File: src/hdl/life_pkg.sv
// Shared definitions for the life control path
// Arena geometry, pipeline latencies, address union, port structs, LFSR seed

package life_pkg;

	////////////////////
	// Arena geometry
	localparam int WIDTH_B   = 16;	// Blocks across
	localparam int HEIGHT_B  = 16;	// Blocks down
	localparam int ADDR_BITS = 8;	// Flat cell address

	// Read counter parks here between generations
	localparam logic [ADDR_BITS:0] CNT_IDLE = '1;

	////////////////////
	// Pipeline latencies
	localparam int ROW_PIPE    = 4;	// read_cnt to raddr
	localparam int WRITE_DELAY = 6;	// raddr to matching write
	localparam int LD_DELAY    = 5;	// vload to ld

	localparam int GEN_BITS = 48;	// Generation counter

	// Row/column view of a cell address
	typedef struct packed {
		logic [3:0] row;	// Block row, high nibble
		logic [3:0] col;	// Block column, low nibble
	} cell_rc_t;

	// Same word seen as RAM address or as row/col pair
	typedef union packed {
		logic [ADDR_BITS-1:0] flat;
		cell_rc_t             rc;
	} cell_addr_u;

	// 3x3 neighbourhood, [row offset][col offset]
	typedef cell_addr_u [2:0][2:0] nbr_addr_t;

	// Write and load controls towards the compute array
	typedef struct packed {
		logic       we;		// Write strobe
		cell_addr_u waddr;	// Write address
		logic       ld;		// Video row load
		logic       init;		// Start-up seeding active
		logic       init_data;	// Seed bit
	} ram_cmd_t;

	// Nonzero start of the 256-bit seeding LFSR
	localparam logic [255:0] LFSR_SEED = {
		64'hB058_C13A_506F_8270,
		64'hDB09_5DF2_B81F_FC1F,
		64'h2FD9_C937_6A4E_B19F,
		64'h72B1_3618_9D2C_5321
	};

endpackage
File: src/hdl/life_ctrl_top.sv
// Life control top level
// Debounce, sequencer, address pipeline and start-up loader

`timescale 1ns/1ps

module life_ctrl_top #(
	parameter int unsigned PRESS_CYCLES   = 960_000,
	parameter int unsigned PULSE_CYCLES   = 4_800_000,
	parameter int unsigned LONG_CYCLES    = 8_388_608,
	parameter int unsigned RELEASE_CYCLES = 19_200_000,
	parameter int          INIT_STEP_BITS = 12
) (
	input  logic                          clk4,
	input  logic                          reset,
	input  logic                          fire_button,
	input  life_pkg::cell_addr_u          vraddr,
	input  logic                          vload,
	output life_pkg::nbr_addr_t           raddr,
	output life_pkg::ram_cmd_t            cmd,
	output logic [life_pkg::GEN_BITS-1:0] gen_count
);

	import life_pkg::*;

	logic               short_fire;
	logic               long_fire;
	logic [ADDR_BITS:0] read_cnt;
	logic [3:0]         base;
	logic               we_init;
	cell_addr_u         init_waddr;
	logic               init;
	logic               init_data;

	button_debounce #(
		.PRESS_CYCLES  (PRESS_CYCLES),
		.PULSE_CYCLES  (PULSE_CYCLES),
		.LONG_CYCLES   (LONG_CYCLES),
		.RELEASE_CYCLES(RELEASE_CYCLES)
	) u_debounce (
		.clk4       (clk4),
		.reset      (reset),
		.fire_button(fire_button),
		.short_fire (short_fire),
		.long_fire  (long_fire)
	);

	gen_sequencer u_seq (
		.clk4      (clk4),
		.reset     (reset),
		.short_fire(short_fire),
		.long_fire (long_fire),
		.read_cnt  (read_cnt),
		.base      (base),
		.gen_count (gen_count)
	);

	// Seeding writes merge into cmd inside the pipeline
	init_loader #(
		.INIT_STEP_BITS(INIT_STEP_BITS)
	) u_loader (
		.clk4      (clk4),
		.reset     (reset),
		.we_init   (we_init),
		.init_waddr(init_waddr),
		.init      (init),
		.init_data (init_data)
	);

	cell_addr_pipe u_pipe (
		.clk4      (clk4),
		.reset     (reset),
		.read_cnt  (read_cnt),
		.base      (base),
		.vraddr    (vraddr),
		.vload     (vload),
		.we_init   (we_init),
		.init_waddr(init_waddr),
		.init      (init),
		.init_data (init_data),
		.raddr     (raddr),
		.cmd       (cmd)
	);

endmodule

File: src/hdl/init_loader.sv
// Start-up loader
// Phase counter, row write strobes and LFSR seed data

`timescale 1ns/1ps

module init_loader #(
	parameter int INIT_STEP_BITS = 12	// Cycles per step, as a power of two
) (
	input  logic                 clk4,
	input  logic                 reset,
	output logic                 we_init,	// Seed row write
	output life_pkg::cell_addr_u init_waddr,
	output logic                 init,		// High until seeding is over
	output logic                 init_data	// Serial seed bit
);

	import life_pkg::*;

	// 512 steps, top bit marks the end
	localparam int CNT_BITS = INIT_STEP_BITS + 10;
	localparam logic [CNT_BITS-1:0] CNT_END = CNT_BITS'(1) << (INIT_STEP_BITS + 9);

	logic [CNT_BITS-1:0] init_cnt;
	logic                load_phase;
	logic                step_last;
	logic [255:0]        lfsr;

	// Runs once after reset, then parks
	always_ff @(posedge clk4) begin
		if (reset)
			init_cnt <= '0;
		else if (init_cnt != CNT_END)
			init_cnt <= init_cnt + 1'b1;
	end

	assign load_phase = (init_cnt[CNT_BITS-1 -: 2] == 2'b01);	// Second 256 steps
	assign step_last  = &init_cnt[INIT_STEP_BITS-1:0];

	////////////////////
	// Strobes
	always_ff @(posedge clk4) begin
		if (reset) begin
			we_init <= 1'b0;
			init    <= 1'b1;
		end else begin
			we_init <= load_phase & step_last;
			init    <= (init_cnt != CNT_END);
		end
	end

	// Step number is the row written
	always_ff @(posedge clk4) begin
		init_waddr.flat <= init_cnt[INIT_STEP_BITS +: ADDR_BITS];
	end

	// Seed LFSR, taps 255 253 250 245, shifts right every cycle
	always_ff @(posedge clk4) begin
		if (reset) begin
			lfsr <= LFSR_SEED;
		end else begin
			lfsr <= {lfsr[0],
				lfsr[255],
				lfsr[254] ^ lfsr[0],	// Tap 253
				lfsr[253:252],
				lfsr[251] ^ lfsr[0],	// Tap 250
				lfsr[250:247],
				lfsr[246] ^ lfsr[0],	// Tap 245
				lfsr[245:1]};
		end
	end

	assign init_data = lfsr[0];

endmodule

File: src/hdl/cell_addr_pipe.sv
// Cell address pipeline
// Row remap lanes, column path, nine read addresses, write and load delays

`timescale 1ns/1ps

module cell_addr_pipe (
	input  logic                         clk4,
	input  logic                         reset,
	input  logic [life_pkg::ADDR_BITS:0] read_cnt,
	input  logic [3:0]                   base,
	input  life_pkg::cell_addr_u         vraddr,	// Video read address
	input  logic                         vload,	// Video read strobe
	input  logic                         we_init,
	input  life_pkg::cell_addr_u         init_waddr,
	input  logic                         init,
	input  logic                         init_data,
	output life_pkg::nbr_addr_t          raddr,
	output life_pkg::ram_cmd_t           cmd
);

	import life_pkg::*;

	localparam int WE_PIPE = ROW_PIPE + WRITE_DELAY - 1;

	logic       idle;
	logic [3:0] row_src;
	logic [3:0] col_src;

	// Lanes 0..2 are row-1, row, row+1, lane 3 is the write row
	logic [3:0][3:0] row_reg;
	logic [3:0][3:0] base_reg;
	logic [3:0][1:0] roweq0;
	logic [3:0][1:0] basebit0;
	logic [3:0][3:0] basesum;
	logic [3:0][3:0] basemod;
	logic [3:0][3:0] adj_row;

	logic [3:0]      col_mux;
	logic [1:0][3:0] col_del;
	logic [2:0][3:0] adj_col;	// col-1, col, col+1

	cell_addr_u                     wslot;
	cell_addr_u [WRITE_DELAY-2:0]   waddr_del;
	logic [WE_PIPE-1:0]             we_del;
	logic [LD_DELAY-1:0]            ld_del;
	logic                           cmd_we;
	cell_addr_u                     cmd_waddr;
	logic                           cmd_init;
	logic                           cmd_init_data;

	// Video address takes the slot while the walk is parked
	assign idle    = (read_cnt == CNT_IDLE);
	assign row_src = idle ? vraddr.rc.row : read_cnt[7:4];
	assign col_src = idle ? vraddr.rc.col : read_cnt[3:0];

	////////////////////
	// Row remap, four stages
	always_ff @(posedge clk4) begin
		row_reg[0]  <= row_src - 4'd1;	// Wraps top to bottom
		row_reg[1]  <= row_src;
		row_reg[2]  <= row_src + 4'd1;
		row_reg[3]  <= row_src;		// Write row
		base_reg[0] <= base;
		base_reg[1] <= base;
		base_reg[2] <= base;
		base_reg[3] <= base + 4'd1;	// Next generation's base
		for (int ii = 0; ii < 4; ii++) begin
			roweq0[ii][0]   <= (row_reg[ii] == 4'd0);
			roweq0[ii][1]   <= roweq0[ii][0];
			basebit0[ii][0] <= base_reg[ii][0];
			basebit0[ii][1] <= basebit0[ii][0];
			// Four-bit wrap adds the full arena on zero or below
			basesum[ii]     <= row_reg[ii] - base_reg[ii];
			basemod[ii]     <= basesum[ii];	// Matched to the parity path
			// Row 0 lives in the spare row picked by base parity
			adj_row[ii] <= roweq0[ii][1] ? (basebit0[ii][1] ? 4'hf : 4'h0) :
					basemod[ii];
		end
	end

	// Column path, depth matched to the rows
	always_ff @(posedge clk4) begin
		col_mux    <= col_src;
		col_del[0] <= col_mux;
		col_del[1] <= col_del[0];
		adj_col[0] <= col_del[1] - 4'd1;	// Wraps left edge
		adj_col[1] <= col_del[1];
		adj_col[2] <= col_del[1] + 4'd1;
	end

	// Nine neighbourhood addresses
	for (genvar r = 0; r < 3; r++) begin : g_row
		for (genvar c = 0; c < 3; c++) begin : g_col
			assign raddr[r][c].rc.row = adj_row[r];
			assign raddr[r][c].rc.col = adj_col[c];
		end
	end

	////////////////////
	// Write slot
	assign wslot.rc.row = adj_row[3];
	assign wslot.rc.col = adj_col[1];

	// Address delay, last stage is the output register
	always_ff @(posedge clk4) begin
		waddr_del     <= {waddr_del[WRITE_DELAY-3:0], wslot};
		cmd_waddr     <= we_init ? init_waddr : waddr_del[WRITE_DELAY-2];
		cmd_init_data <= init_data;
	end

	// Strobes, both through the full read and write latency
	always_ff @(posedge clk4) begin
		if (reset) begin
			we_del   <= '0;
			cmd_we   <= 1'b0;
			ld_del   <= '0;
			cmd_init <= 1'b1;
		end else begin
			we_del   <= {we_del[WE_PIPE-2:0], ~idle};
			cmd_we   <= we_init | we_del[WE_PIPE-1];
			ld_del   <= {ld_del[LD_DELAY-2:0], vload};	// ld is the last tap
			cmd_init <= init;
		end
	end

	assign cmd.we        = cmd_we;
	assign cmd.waddr     = cmd_waddr;
	assign cmd.ld        = ld_del[LD_DELAY-1];
	assign cmd.init      = cmd_init;
	assign cmd.init_data = cmd_init_data;

endmodule

File: src/hdl/gen_sequencer.sv
// Generation sequencer
// Block read counter, base row rotation and generation counter

`timescale 1ns/1ps

module gen_sequencer (
	input  logic                           clk4,
	input  logic                           reset,
	input  logic                           short_fire,	// One generation
	input  logic                           long_fire,	// Run continuously
	output logic [life_pkg::ADDR_BITS:0]   read_cnt,
	output logic [3:0]                     base,
	output logic [life_pkg::GEN_BITS-1:0]  gen_count
);

	import life_pkg::*;

	localparam logic [ADDR_BITS:0] DONE_CNT = (ADDR_BITS + 1)'(WIDTH_B * HEIGHT_B - 1);

	logic go;
	logic go_pend;	// Press seen mid-generation
	logic at_idle;
	logic at_done;
	logic gen_tick;

	assign at_idle = (read_cnt == CNT_IDLE);
	assign at_done = (read_cnt == DONE_CNT);
	assign go = short_fire | long_fire | go_pend;

	////////////////////
	// Block walk
	always_ff @(posedge clk4) begin
		if (reset) begin
			read_cnt <= CNT_IDLE;
			base     <= 4'd1;	// Row 0 parks at base 1
			go_pend  <= 1'b0;
		end else begin
			if (at_idle || at_done)
				read_cnt <= go ? '0 : CNT_IDLE;	// Start or restart
			else
				read_cnt <= read_cnt + 1'b1;

			// Rotate base after the last block
			if (at_done)
				base <= base + 4'd1;	// Wraps to row 0 after row 15

			// Hold a short press until the walk can take it
			go_pend <= (at_idle || at_done) ? 1'b0 : (go_pend | short_fire);
		end
	end

	// Completed generations, two cycles after the last block
	always_ff @(posedge clk4) begin
		if (reset) begin
			gen_tick  <= 1'b0;
			gen_count <= '0;
		end else begin
			gen_tick <= at_done;
			if (gen_tick)
				gen_count <= gen_count + 1'b1;
		end
	end

endmodule

File: src/hdl/button_debounce.sv
// Fire button debounce
// Synchroniser, press/long-hold FSM and one-shot pulse former

`timescale 1ns/1ps

module button_debounce #(
	parameter int unsigned PRESS_CYCLES   = 960_000,	// 5 ms at 192 MHz
	parameter int unsigned PULSE_CYCLES   = 4_800_000,	// Pulse ends 25 ms after press
	parameter int unsigned LONG_CYCLES    = 8_388_608,	// About 44 ms to long hold
	parameter int unsigned RELEASE_CYCLES = 19_200_000	// 100 ms release timeout
) (
	input  logic clk4,
	input  logic reset,
	input  logic fire_button,	// Raw pad level, async
	output logic short_fire,	// One cycle per press
	output logic long_fire		// Level while held long
);

	localparam int C1_W = $clog2(LONG_CYCLES + 1);
	localparam int C0_W = $clog2(RELEASE_CYCLES + 1);

	typedef enum logic [2:0] {
		S_IDLE,
		S_PRESS,	// Waiting for stable press
		S_PULSE,	// Debounced output high
		S_WAIT_LONG,
		S_LONG,
		S_OFF,		// Released before long hold
		S_LONG_OFF	// Released from long hold
	} state_t;

	state_t          state;
	logic [3:0]      sync_q;	// Metastability chain
	logic            btn;
	logic [C1_W-1:0] count1;	// Time since press
	logic [C0_W-1:0] count0;	// Time since release
	logic            pulse;
	logic            pulse_d;

	// Four flops before the FSM sees the button
	always_ff @(posedge clk4) begin
		sync_q <= {sync_q[2:0], fire_button};
	end
	assign btn = sync_q[3];

	////////////////////
	// Press state machine
	always_ff @(posedge clk4) begin
		if (reset) begin
			state <= S_IDLE;
		end else begin
			case (state)
				S_IDLE:      state <= btn ? S_PRESS : S_IDLE;
				S_PRESS:     state <= !btn ? S_IDLE :
						(count1 == C1_W'(PRESS_CYCLES)) ? S_PULSE : S_PRESS;
				S_PULSE:     state <= (count1 == C1_W'(PULSE_CYCLES)) ? S_WAIT_LONG : S_PULSE;
				S_WAIT_LONG: state <= !btn ? S_OFF :
						(count1 >= C1_W'(LONG_CYCLES)) ? S_LONG : S_WAIT_LONG;
				S_LONG:      state <= !btn ? S_LONG_OFF : S_LONG;
				S_OFF:       state <= btn ? S_WAIT_LONG :
						(count0 == C0_W'(RELEASE_CYCLES)) ? S_IDLE : S_OFF;
				S_LONG_OFF:  state <= btn ? S_LONG :
						(count0 == C0_W'(RELEASE_CYCLES)) ? S_IDLE : S_LONG_OFF;
				default:     state <= S_IDLE;
			endcase
		end
	end

	// Counters, count1 saturates at the long threshold
	always_ff @(posedge clk4) begin
		if (reset) begin
			count1 <= '0;
			count0 <= '0;
		end else begin
			if (state == S_IDLE)
				count1 <= '0;
			else if (count1 != C1_W'(LONG_CYCLES))
				count1 <= count1 + 1'b1;
			count0 <= (state == S_OFF || state == S_LONG_OFF) ? count0 + 1'b1 : '0;
		end
	end

	assign pulse = (state == S_PULSE);	// Debounced output
	assign long_fire = (state == S_LONG) || (state == S_LONG_OFF);

	// Rising edge of the pulse state, one cycle late
	always_ff @(posedge clk4) begin
		if (reset) begin
			pulse_d    <= 1'b0;
			short_fire <= 1'b0;
		end else begin
			pulse_d    <= pulse;
			short_fire <= pulse & ~pulse_d;
		end
	end

endmodule

File: config.mk
export PLATFORM = sky130hd
export DESIGN_NAME = life_ctrl_top
export DESIGN_NICKNAME = d
export VERILOG_FILES = /design/src/hdl/life_pkg.sv /design/src/hdl/life_ctrl_top.sv /design/src/hdl/init_loader.sv /design/src/hdl/cell_addr_pipe.sv /design/src/hdl/gen_sequencer.sv /design/src/hdl/button_debounce.sv
export SDC_FILE = /design/constraint.sdc
export NUM_CORES = 1
export LEC_CHECK = 0
export BUFFER_PORTS_ARGS = -buffer_cell sky130_fd_sc_hd__buf_2
export CORE_MARGIN = 1.5
export CORE_UTILIZATION = 50
export DETAILED_ROUTE_END_ITERATION = 10
export GPL_ROUTABILITY_DRIVEN = 0
export PLACE_DENSITY = 0.78
export SKIP_CTS_REPAIR_TIMING = 1
export SYNTH_ARGS = -nofsm -noshare
export SYNTH_HDL_FRONTEND = slang
export SYNTH_SLANG_ARGS = --single-unit
File: constraint.sdc
create_clock -name clk4 -period 1.92 [get_ports clk4]
set_clock_uncertainty 0.15 [all_clocks]
set_input_delay 0.288 -clock clk4 [delete_from_list [all_inputs] [get_ports clk4]]
set_output_delay 0.288 -clock clk4 [all_outputs]
set_load 0.005 [all_outputs]
==> qor.csv <==
metric;value;unit
total die area;0.0381;mm2
nets;1963;
critical path data arrival time;2.20;ns
Initial Utilization;50.6;%
vias per cell;4.83;
number of buffers added on ports;143;
total core area;0.0365;mm2
GR Util All Layers;16.0;%
biggest regs;u_loader.lfsr (256), u_seq.gen_count (48), u_pipe.waddr_del (40);
most common cell after layout, fill and taps aside;dfxtp_1;
final setup fails;0;
WS Path Type;reg -> reg;
top post-synthesis cells by area;dfxtp_1, nor2b_1, or2_2;
final WL;31.7;mm
PwrDens;1300;mW/mm2
crit path capture type;flip-flop;
DR vias;11700;
cell taking the most area after synthesis;dfxtp_1;
max FFs per register;256;
post-DR wirelength/cell;13.0;um
Post-Place Cells;2299;
Yosys top cell area share;61.9;%
Place WS;-0.103;ns
CTS Buffer Depth;3;
vias in the first global route;11100;
start point of the worst hold path;reset;
Layout Utilization;61.1;%
maximum vdd drop;0.725;mV
Die Y;195;um
initial antenna violation count;0;
Reg2Reg Launch Point;u_debounce.count0[5];
row count;70;
fillers;2750;
final hold violations;1;
DR pass1 iterations;5;
period utilization;99.8;%
commonest non-fill, non-tap cells in the layout;dfxtp_1, buf_2, nor2b_1;
CP max FO;4;
Yosys cell types;54;
MaxCap Viol Count;0;
I/O pin count;144;
share of layout cells above drive strength 1;28.4;%
Hold Path End;u_debounce.short_fire;
CTS sink cnt;572;
Warnings, synthesis;0;
CTS clk-pin slew, worst paths;0.06;ns
DR DRC count;0;
post-route insts no fill;2431;
worst relative slew slack;61.9;%
Pleak;9.21;nW
clk_lat worst skew;0.57;ns
Synth Instances;1715;
WHS Path Cells;2;
TritonCTS clock tree;yes;
final antenna-violating net count;0;
Syn Nets;1755;
max frequency;0.522;GHz
grt total ovfl;0;
Slew @ Worst Pin;0.571;ns
EDFF count, synth;0;
status;finished with violations;
fin crit period;1.92;ns
Async SR Flop Fraction;0;%
post-synthesis sequential element count;572;
Post-Synthesis Cell Area;0.0185;mm2
worst hold path class;in -> reg;
reg2reg end;u_debounce.state[0];
min setup slack post-route;0.00383;ns
CP Launch Type;flip-flop;
R2R Setup Slk;0.004;ns
Area growth syn-to-layout;20.8;%
DIE WIDTH;195;um
Reg with most FFs;u_loader.lfsr;
first-pass GRT wire length;51.8;mm
failing checks;hold timing;
Max Slew Vio Count;0;
setup TNS;0;ns
Worst R2R Path Depth;4;
Mean Syn Cell Area;10.8;um2
RSZ-0062 raised after global routing;true;
Req. time, crit path;2.21;ns
H-Tree Level Count;2;
total inserted antenna cells;0;
clock buffer count from CTS;54;
sequential share of the synthesized area;61.9;%
worst hold slack;-0.00148;ns
largest net degree at the start of global routing;66;
clock root buffer;clkbuf_16;
DR iter-0 viols;578;
DPL Wire Length;19.4;mm
ys flop type;dfxtp_1;
cell families (layout without fill, tap and decap cells):
family	after synthesis	count (layout)	synth area share, %
buffers and inverters	191	439	5.41
XOR/XNOR	123	123	5.83
flip-flops	572	572	61.9
AO/OA/AOI/OAI	98	98	2.98
multiplexers	12	12	0.704
adder cells (fa/ha/maj)	28	28	2.06
AND/OR/NAND/NOR	691	691	21.1
stage by stage:
| stage | area [um2] | power [mW] |
|---|---|---|
| after floorplan | 18500 | 17.3 |
| after global placement | 19900 | 18.0 |
| after detailed placement | 19900 | 18.2 |
| after CTS | 21800 | 29.1 |
| after global routing | 22300 | 30.3 |
| final | 22300 | 28.9 |
power breakdown:
part | total, mW | leakage [nW] | switching [mW] | internal (mW)
Sequential | 14.4 | 4.73 | 0.716 | 13.7
Combinational | 3.64 | 3.56 | 1.76 | 1.88
Clock | 10.9 | 0.923 | 4.28 | 6.65
Total | 28.9 | 9.21 | 6.75 | 22.2
worst max path at each step:
stage | to | cells after the start | slack, ns | from
after floorplan | u_pipe.row_reg[10] | 8 | 0.007 | u_seq.read_cnt[1]
after global placement | u_seq.gen_count[43] | 6 | -0.02 | u_seq.gen_count[12]
after detailed placement | u_seq.gen_count[41] | 6 | -0.10 | u_seq.gen_count[12]
after CTS | u_seq.gen_count[39] | 6 | -0.16 | u_seq.gen_count[12]
after global routing | u_loader.init_cnt[1] | 7 | -0.07 | u_loader.init_cnt[0]
final | u_debounce.state[0] | 4 | 0.004 | u_debounce.count0[5]
final cells by class:
class / count / area (um2) / area share [%]
Clock inverter: 21 / 303 / 1.36
Sequential cell: 572 / 11500 / 51.4
Inverter: 61 / 245 / 1.10
Multi-Input combinational cell: 952 / 6270 / 28.1
Clock buffer: 75 / 1570 / 7.04
Timing Repair Buffer: 282 / 1880 / 8.42
Tap cell: 468 / 586 / 2.62
synth_stat cells (8+ instances only):
cell and count:
or2_2 132, nor2b_1 141, nor4_1 23, or4_1 10
nor3_1 26, mux2_2 8, buf_4 65, nor2_1 120
o21ai_0 37, inv_1 60, xnor2_1 62, nand2_1 67
a21oi_1 33, or3_1 21, o31ai_1 8, and3_1 18
dfxtp_1 572, nand4_1 40, ha_1 24, xor2_1 61
clkbuf_1 57, nand3_1 52
worst max-delay path, stage by stage, from the launching register on:
cell and delay (ns):
dfxtp_1 0.30, or4_1 0.51, or4_4 0.54, o211ai_1 0.20, a31oi_1 0.10
routing by layer:
metal	GRT usage, %	share of wire [%]	up-vias	routed length (um)
li1	-	-	5919	-
met1	20.2	45	5519	14400
met5	0	0	-	0
met3	2.69	3.1	78	995
met2	27.4	49	218	15400
met4	6.26	2.9	0	924
No activity file was read; power rests on OpenSTA's default activity.
